File: src/source/archie_mem_pkg.sv
package archie_mem_pkg;

	// wishbone data path towards RAM
	localparam int MEM_DATA_W = 32;
	localparam int MEM_SEL_W = 4;

	// RAM side is byte addressed, 64 MB window
	localparam int RAM_ADDR_W = 26;

	// host download port
	localparam int LOADER_ADDR_W = 24;
	localparam int LOADER_INDEX_W = 8;

	// file indices that carry a ROM image
	localparam int ROM_INDEX_LO = 1;
	localparam int ROM_INDEX_HI = 2;

endpackage

File: src/source/archie_clk_pkg.sv
package archie_clk_pkg;

	// enable generator, clk_sys divided by 20 and by 5
	localparam int CLKEN_PERIOD = 20;
	localparam int CLK8M_STEP = 5;
	localparam int CLKEN_CNT_W = $clog2(CLKEN_PERIOD);

	// cycles a busy reconfig controller gets before it is reset
	localparam int RECONFIG_TIMEOUT = 1000;
	localparam int RECONFIG_CNT_W = $clog2(RECONFIG_TIMEOUT + 1);

	// back porch blanking lengths in clocks
	localparam int PORCH_TV_LEN = 256;
	localparam int PORCH_VGA_LEN = 64;

	localparam int COLOR_W = 4; // bits per channel

	// pixel base clock select, equal bits mean TV timing
	typedef enum logic [1:0] {
		PIXBASE_24A = 2'b00,
		PIXBASE_25 = 2'b01,
		PIXBASE_36 = 2'b10,
		PIXBASE_24B = 2'b11
	} pixbase_e;

	typedef enum logic [1:0] {
		RC_IDLE,
		RC_LOAD,
		RC_WAIT_IDLE,
		RC_RUN
	} reconfig_state_e;

endpackage
File: src/source/archie_support_top.sv
module archie_support_top import archie_clk_pkg::*, archie_mem_pkg::*; (
	input  logic                      clk_sys,
	input  logic                      rst_n_i,
	// clock enables
	output logic                      clk2m_en_o,
	output logic                      clk8m_en_o,
	// PLL reconfig controller
	input  pixbase_e                  pixbase_sel_i,
	input  logic                      reconfig_busy_i,
	output logic                      rc_write_rom_o,
	output logic                      rc_start_o,
	output logic                      rc_reset_o,
	output logic                      vid_clk_ena_o,
	// video
	input  logic                      pix_ce_i,
	input  logic [COLOR_W-1:0]        core_r_i,
	input  logic [COLOR_W-1:0]        core_g_i,
	input  logic [COLOR_W-1:0]        core_b_i,
	input  logic                      core_hs_i,
	input  logic                      core_vs_i,
	output logic [COLOR_W-1:0]        vid_r_o,
	output logic [COLOR_W-1:0]        vid_g_o,
	output logic [COLOR_W-1:0]        vid_b_o,
	output logic                      vid_hs_o,
	output logic                      vid_vs_o,
	// host download
	input  logic                      dl_active_i,
	input  logic [LOADER_INDEX_W-1:0] dl_index_i,
	input  logic                      loader_we_i,
	input  logic [LOADER_ADDR_W-1:0]  loader_addr_i,
	input  logic [7:0]                loader_data_i,
	// core wishbone
	input  logic                      core_stb_i,
	input  logic                      core_we_i,
	input  logic [MEM_SEL_W-1:0]      core_sel_i,
	input  logic [LOADER_ADDR_W-1:0]  core_adr_i,
	input  logic [MEM_DATA_W-1:0]     core_wdata_i,
	output logic                      core_ack_o,
	// RAM wishbone
	output logic                      ram_stb_o,
	output logic                      ram_cyc_o,
	output logic                      ram_we_o,
	output logic [MEM_SEL_W-1:0]      ram_sel_o,
	output logic [RAM_ADDR_W-1:0]     ram_adr_o,
	output logic [MEM_DATA_W-1:0]     ram_wdata_o,
	input  logic                      ram_ack_i,
	input  logic                      ram_ready_i,
	input  logic                      reset_button_i,
	output logic                      core_reset_o
);

	rom_loader_arb rom_loader_arb_inst (
		.clk_sys(clk_sys), .rst_n_i(rst_n_i),
		.dl_active_i(dl_active_i), .dl_index_i(dl_index_i),
		.loader_we_i(loader_we_i), .loader_addr_i(loader_addr_i),
		.loader_data_i(loader_data_i),
		.core_stb_i(core_stb_i), .core_we_i(core_we_i), .core_sel_i(core_sel_i),
		.core_adr_i(core_adr_i), .core_wdata_i(core_wdata_i), .core_ack_o(core_ack_o),
		.ram_stb_o(ram_stb_o), .ram_cyc_o(ram_cyc_o), .ram_we_o(ram_we_o),
		.ram_sel_o(ram_sel_o), .ram_adr_o(ram_adr_o), .ram_wdata_o(ram_wdata_o),
		.ram_ack_i(ram_ack_i), .ram_ready_i(ram_ready_i),
		.reset_button_i(reset_button_i), .core_reset_o(core_reset_o)
	);

	clk_enable_gen clk_enable_gen_inst (
		.clk_sys(clk_sys), .rst_n_i(rst_n_i),
		.clk2m_en_o(clk2m_en_o), .clk8m_en_o(clk8m_en_o)
	);

	pll_reconfig_seq pll_reconfig_seq_inst (
		.clk_sys(clk_sys), .rst_n_i(rst_n_i),
		.pixbase_sel_i(pixbase_sel_i), .reconfig_busy_i(reconfig_busy_i),
		.rc_write_rom_o(rc_write_rom_o), .rc_start_o(rc_start_o),
		.rc_reset_o(rc_reset_o), .vid_clk_ena_o(vid_clk_ena_o)
	);

	back_porch_blank back_porch_blank_inst (
		.clk_sys(clk_sys), .rst_n_i(rst_n_i),
		.pix_ce_i(pix_ce_i), .pixbase_sel_i(pixbase_sel_i),
		.core_r_i(core_r_i), .core_g_i(core_g_i), .core_b_i(core_b_i),
		.core_hs_i(core_hs_i), .core_vs_i(core_vs_i),
		.vid_r_o(vid_r_o), .vid_g_o(vid_g_o), .vid_b_o(vid_b_o),
		.vid_hs_o(vid_hs_o), .vid_vs_o(vid_vs_o)
	);

endmodule

File: src/source/rom_loader_arb.sv
module rom_loader_arb import archie_mem_pkg::*; (
	input  logic                      clk_sys,
	input  logic                      rst_n_i,
	input  logic                      dl_active_i,
	input  logic [LOADER_INDEX_W-1:0] dl_index_i,
	input  logic                      loader_we_i,
	input  logic [LOADER_ADDR_W-1:0]  loader_addr_i,
	input  logic [7:0]                loader_data_i,
	input  logic                      core_stb_i,
	input  logic                      core_we_i,
	input  logic [MEM_SEL_W-1:0]      core_sel_i,
	input  logic [LOADER_ADDR_W-1:0]  core_adr_i,
	input  logic [MEM_DATA_W-1:0]     core_wdata_i,
	output logic                      core_ack_o,
	output logic                      ram_stb_o,
	output logic                      ram_cyc_o,
	output logic                      ram_we_o,
	output logic [MEM_SEL_W-1:0]      ram_sel_o,
	output logic [RAM_ADDR_W-1:0]     ram_adr_o,
	output logic [MEM_DATA_W-1:0]     ram_wdata_o,
	input  logic                      ram_ack_i,
	input  logic                      ram_ready_i,
	input  logic                      reset_button_i,
	output logic                      core_reset_o
);

	logic rom_loading;
	logic rom_loading_q;
	logic rom_ready_q; // set once the first ROM image is in
	logic loader_stb_q;
	logic [LOADER_ADDR_W-1:0] loader_addr_q;
	logic [7:0] loader_data_q;
	logic [MEM_SEL_W-1:0] loader_sel;

	assign rom_loading = dl_active_i &&
		(dl_index_i >= LOADER_INDEX_W'(ROM_INDEX_LO)) &&
		(dl_index_i <= LOADER_INDEX_W'(ROM_INDEX_HI));

	always_ff @(posedge clk_sys) begin
		if (!rst_n_i) begin
			rom_loading_q <= 1'b0;
			rom_ready_q <= 1'b0;
			loader_stb_q <= 1'b0;
		end else begin
			rom_loading_q <= rom_loading;
			if (rom_loading_q && !rom_loading) rom_ready_q <= 1'b1;
			if (loader_we_i) begin
				loader_stb_q <= 1'b1;
			end else if (ram_ack_i) begin
				loader_stb_q <= 1'b0;
			end
		end
	end

	// byte and address held for the whole strobe
	always_ff @(posedge clk_sys) begin
		if (loader_we_i) begin
			loader_addr_q <= loader_addr_i;
			loader_data_q <= loader_data_i;
		end
	end

	assign loader_sel = MEM_SEL_W'(1) << loader_addr_q[1:0]; // byte lane

	always_comb begin
		if (rom_loading) begin
			ram_stb_o = loader_stb_q;
			ram_we_o = 1'b1;
			ram_sel_o = loader_sel;
			ram_adr_o = {{(RAM_ADDR_W-LOADER_ADDR_W){1'b0}},
				loader_addr_q[LOADER_ADDR_W-1:2], 2'b00};
			ram_wdata_o = {4{loader_data_q}};
			core_ack_o = 1'b0; // core stalls while ROM loads
		end else begin
			ram_stb_o = core_stb_i;
			ram_we_o = core_we_i;
			ram_sel_o = core_sel_i;
			ram_adr_o = {{(RAM_ADDR_W-LOADER_ADDR_W){1'b0}},
				core_adr_i[LOADER_ADDR_W-1:2], 2'b00};
			ram_wdata_o = core_wdata_i;
			core_ack_o = ram_ack_i;
		end
	end

	assign ram_cyc_o = ram_stb_o;

	assign core_reset_o = !ram_ready_i || !rom_ready_q || reset_button_i;

	// host has to wait for the ack before sending the next byte
	a_loader_no_overrun: assert property (
		@(posedge clk_sys) disable iff (!rst_n_i)
		(loader_stb_q && !ram_ack_i) |-> !loader_we_i
	);

endmodule

File: src/source/back_porch_blank.sv
module back_porch_blank import archie_clk_pkg::*; (
	input  logic               clk_sys,
	input  logic               rst_n_i,
	input  logic               pix_ce_i,
	input  pixbase_e           pixbase_sel_i,
	input  logic [COLOR_W-1:0] core_r_i,
	input  logic [COLOR_W-1:0] core_g_i,
	input  logic [COLOR_W-1:0] core_b_i,
	input  logic               core_hs_i,
	input  logic               core_vs_i,
	output logic [COLOR_W-1:0] vid_r_o,
	output logic [COLOR_W-1:0] vid_g_o,
	output logic [COLOR_W-1:0] vid_b_o,
	output logic               vid_hs_o,
	output logic               vid_vs_o
);

	logic [$clog2(PORCH_TV_LEN)-1:0] porch_cnt_q;
	logic tv_mode;
	logic porch_done; // counter saturated, porch is over

	assign tv_mode = (pixbase_sel_i[0] == pixbase_sel_i[1]);
	assign porch_done = tv_mode ? &porch_cnt_q : &porch_cnt_q[$clog2(PORCH_VGA_LEN)-1:0];

	always_ff @(posedge clk_sys) begin
		if (!rst_n_i) begin
			porch_cnt_q <= '0;
			vid_hs_o <= 1'b0;
			vid_vs_o <= 1'b0;
			vid_r_o <= '0;
			vid_g_o <= '0;
			vid_b_o <= '0;
		end else begin
			if (!porch_done) porch_cnt_q <= porch_cnt_q + 1'b1;
			if (!vid_hs_o) porch_cnt_q <= '0; // restart on every sync pulse
			if (pix_ce_i) begin
				vid_hs_o <= core_hs_i;
				vid_vs_o <= core_vs_i;
				if (porch_done) begin
					vid_r_o <= core_r_i;
					vid_g_o <= core_g_i;
					vid_b_o <= core_b_i;
				end else begin
					vid_r_o <= '0;
					vid_g_o <= '0;
					vid_b_o <= '0;
				end
			end
		end
	end

endmodule

File: src/source/pll_reconfig_seq.sv
module pll_reconfig_seq import archie_clk_pkg::*; (
	input  logic     clk_sys,
	input  logic     rst_n_i,
	input  pixbase_e pixbase_sel_i,
	input  logic     reconfig_busy_i,
	output logic     rc_write_rom_o,
	output logic     rc_start_o,
	output logic     rc_reset_o,
	output logic     vid_clk_ena_o
);

	reconfig_state_e state_q;
	pixbase_e sel_q; // select currently loaded into the PLL
	logic [RECONFIG_CNT_W-1:0] timeout_q;

	always_ff @(posedge clk_sys) begin
		if (!rst_n_i) begin
			state_q <= RC_IDLE;
			sel_q <= PIXBASE_36; // PLL powers up in the 36 MHz setting
			timeout_q <= '0;
			rc_write_rom_o <= 1'b0;
			rc_start_o <= 1'b0;
			rc_reset_o <= 1'b0;
			vid_clk_ena_o <= 1'b0;
		end else begin
			rc_write_rom_o <= 1'b0;
			rc_start_o <= 1'b0;
			rc_reset_o <= 1'b0;
			case (state_q)
				RC_IDLE: begin
					vid_clk_ena_o <= 1'b1;
					sel_q <= pixbase_sel_i;
					if (sel_q != pixbase_sel_i) begin
						vid_clk_ena_o <= 1'b0; // hold video off during reload
						rc_write_rom_o <= 1'b1;
						state_q <= RC_LOAD;
					end
				end
				RC_LOAD: state_q <= RC_WAIT_IDLE;
				RC_WAIT_IDLE: begin
					if (!reconfig_busy_i) begin
						rc_start_o <= 1'b1;
						timeout_q <= RECONFIG_CNT_W'(RECONFIG_TIMEOUT);
						state_q <= RC_RUN;
					end
				end
				RC_RUN: begin
					timeout_q <= timeout_q - 1'b1;
					if (timeout_q == RECONFIG_CNT_W'(1)) begin
						// controller stuck busy, kick it
						rc_reset_o <= 1'b1;
						state_q <= RC_IDLE;
					end
					if (!rc_start_o && !reconfig_busy_i) begin
						state_q <= RC_IDLE;
					end
				end
				default: state_q <= RC_IDLE;
			endcase
		end
	end

	a_start_not_busy: assert property (
		@(posedge clk_sys) disable iff (!rst_n_i)
		rc_start_o |-> !reconfig_busy_i
	);

	// controller strobes are single cycle
	a_single_pulses: assert property (
		@(posedge clk_sys) disable iff (!rst_n_i)
		(rc_write_rom_o || rc_start_o || rc_reset_o) |=>
			!(rc_write_rom_o || rc_start_o || rc_reset_o)
	);

endmodule

File: src/source/clk_enable_gen.sv
module clk_enable_gen import archie_clk_pkg::*; (
	input  logic clk_sys,
	input  logic rst_n_i,
	output logic clk2m_en_o,
	output logic clk8m_en_o
);

	logic [CLKEN_CNT_W-1:0] cnt_q; // wraps every CLKEN_PERIOD clocks

	always_ff @(posedge clk_sys) begin
		if (!rst_n_i) begin
			cnt_q <= '0;
			clk2m_en_o <= 1'b0;
			clk8m_en_o <= 1'b0;
		end else begin
			if (cnt_q == CLKEN_CNT_W'(CLKEN_PERIOD - 1)) begin
				cnt_q <= '0;
			end else begin
				cnt_q <= cnt_q + 1'b1;
			end
			// decodes registered, so both pulses line up
			clk2m_en_o <= (cnt_q == '0);
			clk8m_en_o <= ((cnt_q % CLKEN_CNT_W'(CLK8M_STEP)) == '0);
		end
	end

	// 2 MHz edges must also be 8 MHz edges
	a_clk2m_in_clk8m: assert property (
		@(posedge clk_sys) disable iff (!rst_n_i)
		clk2m_en_o |-> clk8m_en_o
	);

endmodule

File: config.mk
export PLATFORM = sky130hd
export DESIGN_NAME = archie_support_top
export DESIGN_NICKNAME = d
export VERILOG_FILES = /design/src/source/archie_mem_pkg.sv /design/src/source/archie_clk_pkg.sv /design/src/source/archie_support_top.sv /design/src/source/rom_loader_arb.sv /design/src/source/back_porch_blank.sv /design/src/source/pll_reconfig_seq.sv /design/src/source/clk_enable_gen.sv
export SDC_FILE = /design/constraint.sdc
export NUM_CORES = 1
export LEC_CHECK = 0
export BUFFER_PORTS_ARGS = -buffer_cell sky130_fd_sc_hd__buf_2
export CAP_MARGIN = 15
export CORE_MARGIN = 10
export CORE_UTILIZATION = 50
export CTS_BUF_LIST = sky130_fd_sc_hd__clkbuf_4 sky130_fd_sc_hd__clkbuf_8
export CTS_CLUSTER_SIZE = 14
export DETAILED_ROUTE_END_ITERATION = 8
export GPL_ROUTABILITY_DRIVEN = 0
export PLACE_DENSITY_LB_ADDON = 0.15
export SETUP_SLACK_MARGIN = 0.4
export SLEW_MARGIN = 20
export SYNTH_ARGS = -nofsm -noshare
export SYNTH_HDL_FRONTEND = slang
export SYNTH_SLANG_ARGS = --single-unit
File: constraint.sdc
create_clock -name clk_sys -period 5.2 [get_ports clk_sys]
set_input_delay 0.26 -clock clk_sys [delete_from_list [all_inputs] [get_ports clk_sys]]
set_output_delay 0.26 -clock clk_sys [all_outputs]
set_load 0.02 [all_outputs]
== After elaboration in Yosys (flattened, before gate mapping) ==
Cells that the tools add are included.

* Bits of input ports: 127
* Flip-flop bits (word level): 82
* Logic and storage cells: 87
* Output and inout port bits: 87

* Muxes and demuxes: 23
* Equality and inequality tests: 10
* Div/mod/pow operators: 1
* Order comparisons: 2
* Bitwise logic cells: 1
* Reductions and logical operators: 25
* Add/subtract/negate cells: 3
* Shift-type cells: 1

{| class="wikitable"
|+ Operator list
! kind !! number
|-
| $mux 32 || 1
|-
| $mux 24 || 1
|-
| $pmux 10 s2 || 1
|-
| $mux 4 || 4
|-
| $eq 10x1->1 const B || 1
|-
| $logic_not 5->1 || 2
|-
| $mux 1 || 10
|-
| $mux 10 || 1
|-
| $reduce_and 2->1 || 5
|-
| $sub 10x1->10 const B || 1
|-
| $add 8x1->8 const B || 1
|-
| $ge 8x1->1 const B || 1
|-
| $le 8x2->1 const B || 1
|-
| $mux 2 || 4
|-
| $pmux 2 s4 || 1
|-
| $reduce_and 8->1 || 1
|-
| $reduce_and 6->1 || 1
|-
| $add 5x1->5 const B || 1
|-
| $eq 5x5->1 const B || 1
|-
| $logic_not 1->1 || 5
|-
| $mod 5x3->5 const B || 1
|-
| $eq 2x2->1 const B || 2
|-
| $logic_and 1x1->1 || 4
|-
| $reduce_bool 2->1 || 2
|-
| other kinds (12) || 13
|}

== Longest topological paths before layout ==
Gate-level depths: netlist of the first run.

* Word-level depth: 5
* Gate-level depth with buffers: 7

== By module ==
A second synthesis of the first run with hierarchy kept.

* Cells, all modules: 368
* Area total of the unflattened synthesis: 4202.8 um2

{| class="wikitable"
|+ By module, submodules not included
! module !! cells an instance !! times used !! area an instance (um2) !! seq. area each (um2)
|-
| rom_loader_arb || 125 || 1 || 1926.8 || 1021.0
|-
| back_porch_blank || 104 || 1 || 970.9 || 440.4
|-
| pll_reconfig_seq || 98 || 1 || 917.1 || 360.3
|-
| clk_enable_gen || 41 || 1 || 387.9 || 140.1
|}

== Worst setup path before layout of the first run ==
No wires, ideal clock.

* Path type: input to output
* Start: input port dl_index_i[7]
* End: output port ram_stb_o
* Required time: 4940 ps
* Arrival: 1542 ps
* Path slack: 3398 ps
* Cell stages on the path: 7
* Cell sequence: nor4b_1 > and3_1 > clkbuf_1 > buf_2 > nand2_1 > nand2_1 > buf_4

* Cells in the longest elaborated chain, start to end: 4
* Elaborated cells between the ends (all ways): 5
* Classes of those cells: order compare: 2; mux: 1; reduce/logical: 2

{| class="wikitable"
|+ RTL lines
! item !! line !! RTL
|-
| start: declaration || archie_support_top.sv:28 || <nowiki>input logic [LOADER_INDEX_W-1:0] dl_index_i,</nowiki>
|-
| $ge 8x1->1 || rom_loader_arb.sv:36 || <nowiki>(dl_index_i >= LOADER_INDEX_W'(ROM_INDEX_LO)) &&</nowiki>
|-
| $logic_and 1x1->1 || rom_loader_arb.sv:35 || <nowiki>assign rom_loading = dl_active_i &&</nowiki>
|-
| $logic_and 1x1->1 (*) || rom_loader_arb.sv:36 ||
|-
| $mux 1 (*) || rom_loader_arb.sv:66 || <nowiki>if (rom_loading) begin</nowiki>
|-
| end: declaration || archie_support_top.sv:40 || <nowiki>output logic ram_stb_o,</nowiki>
|}

Every way passes the cells marked *; elsewhere a longest branch is shown, timed or not.

== Worst setup path after layout of the first run ==
* Start: input port dl_index_i[7]
* End: output port ram_wdata_o[21]

* Cells in the longest elaborated chain, start to end: 4
* Elaborated cells between the ends (all ways): 5
* Classes of those cells: order compare: 2; mux: 1; reduce/logical: 2

{| class="wikitable"
|+ RTL lines
! item !! line !! RTL
|-
| $ge 8x1->1 || rom_loader_arb.sv:36 ||
|-
| $logic_and 1x1->1 || rom_loader_arb.sv:35 ||
|-
| $logic_and 1x1->1 (*) || rom_loader_arb.sv:36 ||
|-
| $mux 32 (*) || rom_loader_arb.sv:66 ||
|-
| end: declaration || archie_support_top.sv:45 || <nowiki>output logic [MEM_DATA_W-1:0] ram_wdata_o,</nowiki>
|}

Marked as above.

==> impl_metrics.yaml, run 1 <==
clock_network:
  htree_levels: 3
  clk_pin_slew_worst_paths_ns: 0.08
  cts_setup_buffers: 0
  cts_resized: 0
  clk_latency_ns: 0.34
  cts_root_buf: "clkbuf_8"
  cts.path.max_buffers: 2
  cts_buffers: 9
  cts_sinks: 82
  cts_tree: "built"
  hold_buffers: 0
logic_synthesis:
  synth_top_cell_by_area: "dfxtp_1"
  synth_compound_area_frac: 0.0690
  synth_top_family_by_area: "simple AND/OR/NAND/NOR gates"
  yosys_register_bits: 82
  synth.area.mux_share: 0.0262
  syn-cell-area_um2: 3920
  yosys.area_share.adder: 0.0287
  syn_area_per_cell_um2: 8.41
  ys_seq_area_frac: 0.501
  synth_xor_area_frac: 0.0291
  synthCells: 466
  ys_types: 43
  ys_warn_count: 0
  synth.area.top_cells: "dfxtp_1, edfxtp_1, nand2_1"
  synthSimpleGateAreaFrac: 0.302
  synth.top_cell.area_share: 0.256
grt:
  grtUsageMet3: 0.0523
  grt_busiest_layer: "met2"
  grt_pass1_wl_mm: 18.2
  antenna_found_initial: 0
  gr-usage-met2: 0.360
  track_usage: 0.194
  grt_pass1_vias: 3658
  grt_util_met1: 0.206
  grt_overflow: 0
  grt_start_max_net_pins: 52
setup_path:
  critPathMaxFanout: 51
  critPathLaunchType: "input pin"
  critPathKind: "in2out"
  crit_arrival_ns: 2.36
  reg2reg_depth: 5
  crit_required_ns: 4.94
  endpoint_kind: "output pin"
die:
  start_util: 0.510
  core_um2: 7690
  die_x_um: 109
  io_pins: 214
  dieArea_um2: 11800
  rows: 32
  die_h_um: 109
finish:
  multi_input_area_um2: 1800
  diodes: 0
  area_growth_syn_to_layout_pct: 31.8
  final_cells: 766
  final_nets: 795
  seqCellArea_um2: 1960
  drive_above_1_share: 0.346
  nFillCells: 661
sta:
  rsz0062_at_grt: "no"
  tightestPinTransition_ns: 1.01
  drv_slew: 0
  setup_violations: 0
  hold_viol: 0
  max_freq_mhz: 382
  skew_ns: 0.0107
  post-route-period-util: 0.503
  relSlewSlack: 0.328
  fin_crit_ns: 2.62
  tns_ns: 0
power_and_ir_drop:
  cellLeakagePower_nw: 2.60
  vdd_ir_drop_max_uv: 322
  powerDensity_nw_per_um2: 320
worst_hold_path:
  hold_depth: 1
  hold_path.class: "in2reg"
routing:
  drtIter0Drc: 159
  firstDrtPassIters: 4
  detail-route-antenna-nets: 0
  wl_mm: 12.3
  avgViaCountPerCell: 4.99
  vias: 3826
  drc: 0
  wire_per_inst_um: 16.0
place:
  place_inst: 750
  hpwl_mm: 9.72
  port_buffers: 207
run_status:
  outcome: "complete, no violations"
run:
  max_cap_viol_count: 0
-- kinds of logic (layout without fill, tap and decap cells) --
| group | count (synthesis) | after routing |
|---|---|---|
| xor+xnor | 13 | 13 |
| other cells | 1 | 4 |
| mux | 10 | 10 |
| compound gates | 47 | 47 |
| buf+inv | 38 | 233 |
| simple gates | 266 | 266 |
| fa+ha+maj | 9 | 9 |
| flops | 82 | 82 |
-- power by group --
part	leakage [nW]	switching (mW)	total (mW)	internal [mW]
Clock	0.100	0.223	0.454	0.232
Sequential	0.720	0.0478	0.785	0.737
Combinational	1.78	0.225	0.416	0.190
Total	2.60	0.496	1.65	1.16
-- Yosys cell counts --
master and count:
a21oi_1 26, a221oi_1 1, a22oi_1 2, a31oi_1 1, and2_1 3, and2b_1 1, and3_1 7, and4b_1 1
buf_2 5, buf_4 5, clkbuf_1 18, clkbuf_2 1, conb_1 1, dfxtp_1 50, edfxtp_1 32, ha_1 9
inv_1 9, mux2_2 2, mux2i_1 8, nand2_1 161, nand2b_1 18, nand3_1 19, nand3b_1 3, nand4_1 2
nor2_1 30, nor2b_1 2, nor3_1 9, nor3b_1 3, nor4_1 2, nor4b_1 1, nor4b_2 1, o2111a_1 1
o2111ai_1 1, o211ai_1 1, o21a_1 1, o21ai_0 10, o311a_1 1, o31ai_1 2, or3_1 1, or4_1 1
or4b_4 1, xnor2_1 4, xor2_1 9
-- path summary, 6_finish.rpt --
check,startpoint,endpoint,slack [ns]
worst max-delay path,dl_index_i[7],ram_wdata_o[21],2.58
worst min-delay path,loader_addr_i[18],rom_loader_arb_inst.loader_addr_q[18]$_DFFE_PP_,0.09
worst max register to register,back_porch_blank_inst.porch_cnt_q[0]$_SDFFE_PN0N_,back_porch_blank_inst.porch_cnt_q[3]$_SDFFE_PN0N_,3.26
worst min register to register,back_porch_blank_inst.vid_b_o[2]$_SDFFE_PN0P_,back_porch_blank_inst.vid_b_o[2]$_SDFFE_PN0P_,0.47
-- per-stage QoR --
step / worst slack [ns] / hold slack [ns] / total power, mW / area, µm² / utilization
after CTS: 2.49 / 0.0669 / 1.67 / 5160 / 0.672
after global routing: 2.34 / 0.0609 / 1.75 / 5160 / 0.672
after floorplan: 3.40 / 0.359 / 1.08 / 3930 / -
after detailed placement: 2.50 / 0.439 / 1.21 / 4970 / 0.646
final: 2.58 / 0.0851 / 1.65 / 5160 / 0.672
after global placement: 2.56 / 0.437 / 1.20 / 4970 / 0.646
-- worst max-delay path: stages --
cell	delay [ns]
buf_2	0.09
nor4b_1	0.41
nand3_2	0.80
buf_4	0.48
nand2_1	0.09
nand2_1	0.05
buf_2	0.16
-- area by class of cell --
| type | instances | area share |
|---|---|---|
| clock buffers | 11 | 0.0269 |
| well taps | 102 | 0.0247 |
| flip-flops and latches | 82 | 0.380 |
| repair buffers | 208 | 0.202 |
| clock inverters | 5 | 0.0104 |
| multi-input cells | 349 | 0.349 |
| inverters | 9 | 0.00654 |
-- state kept, by name, summed over array words and instances, names as in the netlist, 2 cells and up --
| register | count |
|---|---|
| pll_reconfig_seq_inst.timeout_q | 10 |
| clk_enable_gen_inst.cnt_q | 5 |
| pll_reconfig_seq_inst.state_q | 2 |
| rom_loader_arb_inst.loader_addr_q | 24 |
| back_porch_blank_inst.vid_b_o | 4 |
| back_porch_blank_inst.vid_r_o | 4 |
| pll_reconfig_seq_inst.sel_q | 2 |
| rom_loader_arb_inst.loader_data_q | 8 |
| back_porch_blank_inst.vid_g_o | 4 |
| back_porch_blank_inst.porch_cnt_q | 8 |
-- per-layer routing --
metal	part of all wire	wire length, µm	vias up
li1	-	-	1919
met2	0.51	6330	154
met4	0.029	351	0
met5	0	0	-
met3	0.076	937	25
met1	0.38	4680	1728
-- cells in the final DEF, fill, tap and decap left out, types with 2 or more instances in the layout --
cell type,instances
clkbuf_4,2
xnor2_1,4
conb_1,4
nor4_1,2
o21ai_0,10
mux2i_1,8
clkbuf_8,9
dfxtp_1,50
inv_1,9
nand4_1,2
xor2_1,9
nor3_1,9
a21oi_1,26
nor2_1,30
nor3b_1,3
clkinv_2,2
buf_2,207
nand2b_1,18
edfxtp_1,32
nand3_1,18
mux2_2,2
ha_1,9
and3_1,6
a22oi_1,2
and2_1,3
nor2b_1,2
nand3b_1,3
o31ai_1,2
nand2_1,161
Note: power is estimated with default switching activity, not from simulation.
==> inputs of run 2 (changes only) <==
- ABC_AREA: default -> 1
- CORE_UTILIZATION: 50 -> 42
- clock period: 5.2 -> 2.2 ns (I/O delays scaled with it)
==> run 2 against run 1 <==
Effect of this change:
- non-clock buffer count is 47 higher
- wire length rose by 6.7%
- first-iteration DRC count increased by 18%
- critical endpoint is now ram_sel_o[2]
==> impl_metrics.yaml, run 2 <==
place:
  dpl-instance-area_um2: 5000
  hpwl_mm: 10.0
  pre_cts_ws_ns: 0.197
  port_buffers: 207
  place_inst: 802
grt:
  grt_start_max_net_pins: 51
  track_usage: 0.182
  grt_pass1_vias: 3927
  grt_util_met1: 0.196
  grt_pass1_wl_mm: 19.8
  grt_busiest_layer: "met2"
  antenna_found_initial: 1
  grtUsageMet3: 0.0591
  grt_overflow: 0
  gr-usage-met2: 0.319
setup_path:
  crit_required_ns: 2.09
  critPathMaxFanout: 50
  critPathLaunchType: "input pin"
  crit_arrival_ns: 1.53
  critPathKind: "in2out"
  endpoint_kind: "output pin"
clock_network:
  cts_buffers: 9
  htree_levels: 3
  clk_pin_slew_worst_paths_ns: 0.08
  cts_tree: "built"
  cts_sinks: 82
  clk_latency_ns: 0.35
  cts.path.max_buffers: 2
  cts_root_buf: "clkbuf_8"
routing:
  vias: 4103
  wire_per_inst_um: 15.2
  drtIter0Drc: 187
  wl_mm: 13.1
  firstDrtPassIters: 5
  detail-route-antenna-nets: 0
  avgViaCountPerCell: 4.74
  drc: 0
power_and_ir_drop:
  vdd_ir_drop_max_uv: 649
  cellLeakagePower_nw: 2.91
  powerDensity_nw_per_um2: 734
  finalPower_mw: 4.16
sta:
  relSlewSlack: 0.513
  rsz0062_at_grt: "no"
  timing.final.ws_setup_ns: 0.557
  skew_ns: 0.00708
  tightestPinTransition_ns: 0.731
  drv_slew: 0
  setup_violations: 0
  hold_viol: 0
  hold_slack_ns: 0.0536
  tns_ns: 0
  post-route-period-util: 0.747
  fin_crit_ns: 1.64
  max_freq_mhz: 609
logic_synthesis:
  synth_top_cell_by_area: "dfxtp_1"
  synth.top_cell.area_share: 0.254
  ys_warn_count: 0
  synthArstFlopShare: 0
  synth.area.top_cells: "dfxtp_1, edfxtp_1, nand2_1"
  synth_edf_count: 32
  syn-cell-area_um2: 3950
  ys_seq_area_frac: 0.497
  syn_area_per_cell_um2: 7.86
  ys_top_cells_by_count: "nand2_1, dfxtp_1, nor2_1"
  synth_most_common_cell: "nand2_1"
  ys.flop_type: "dfxtp_1"
  synthCells: 502
  ys_types: 37
  yosys_register_bits: 82
die:
  dieArea_um2: 13700
  start_util: 0.429
  core_um2: 9200
  die_h_um: 117
  rows: 35
  io_pins: 214
  die_x_um: 117
run:
  max_cap_viol_count: 0
run_status:
  outcome: "complete, no violations"
finish:
  final_common_cell: "buf_2"
  finish.utilization: 0.617
  biggestRegsByFlops: "rom_loader_arb_inst.loader_addr_q: 24 flops, pll_reconfig_seq_inst.timeout_q: 10 flops"
  layout_common_cells: "buf_2, nand2_1, dfxtp_1, dlygate4sd3_1, nor2_1"
  largest_register_ffs: 24
  fin_area_um2: 5670
  drive_above_1_share: 0.318
  max_flop_register: "rom_loader_arb_inst.loader_addr_q"
  final_cells: 866
  area_growth_syn_to_layout_pct: 43.8
  final_nets: 885
worst_hold_path:
  hold_path.class: "in2reg"
==> run 2: path summary, 6_finish.rpt <==
check                                                         start                                                 to  slack, ns  depth (start not counted)
setup / recovery                                      dl_index_i[7]                                       ram_sel_o[2]       0.56                          6
hold / removal                                     pixbase_sel_i[0]        pll_reconfig_seq_inst.sel_q[0]$_SDFFE_PN0N_       0.05                          3
setup reg to reg      pll_reconfig_seq_inst.state_q[1]$_SDFFE_PN0P_    pll_reconfig_seq_inst.timeout_q[5]$_SDFFE_PN0P_       0.56                          8
hold reg to reg   back_porch_blank_inst.porch_cnt_q[7]$_SDFFE_PN0N_  back_porch_blank_inst.porch_cnt_q[7]$_SDFFE_PN0N_       0.45                          2
==> run 2: per-layer routing <==
layer | up-vias | wire length [µm]
li1 | 2089 | -
met1 | 1835 | 4970
met2 | 150 | 6460
met3 | 29 | 1210
met4 | 0 | 477
met5 | - | 0
==> run 2: cells by family (layout without fill, tap and decap cells) <==
group	after synthesis	count (layout)	synth area share
AOI/OAI and AO/OA	66	66	0.0958
xor gates and xnor gates	10	10	0.0222
adders and majority gates	9	9	0.0285
buffers and inverters	63	312	0.0783
DFF	82	82	0.497
other	1	5	0.000950
and+or+nand+nor	271	271	0.277
==> run 2: where the power goes <==
part	internal, mW	switching [mW]
combinational	0.483	0.724
sequential	1.77	0.117
clock	0.548	0.528
==> run 2: repair_timing <==
item | CTS | global route
pin swaps | 0 | 2
resized for setup | 2 | 1
buffers inserted | 0 | 1
endpoints found under the hold margin | 46 | 0
cloned | 0 | 0
hold buffers | 46 | 0
setup endpoints to repair | 57 | 42
==> run 2: critical path, stage by stage <==
cell	delay, ns
buf_2	0.09
nor4_1	0.39
nand2_2	0.24
buf_12	0.24
o31ai_1	0.21
buf_2	0.23
==> run 2: cell type report <==
type,instances,area [µm²]
clock inverters,5,56.3
diodes,1,2.50
repair buffers,255,1520
well taps,111,139
fillers,831,3520
inverters,41,161
flip-flops and latches,82,1960
clock buffers,11,139
multi-input cells,360,1690
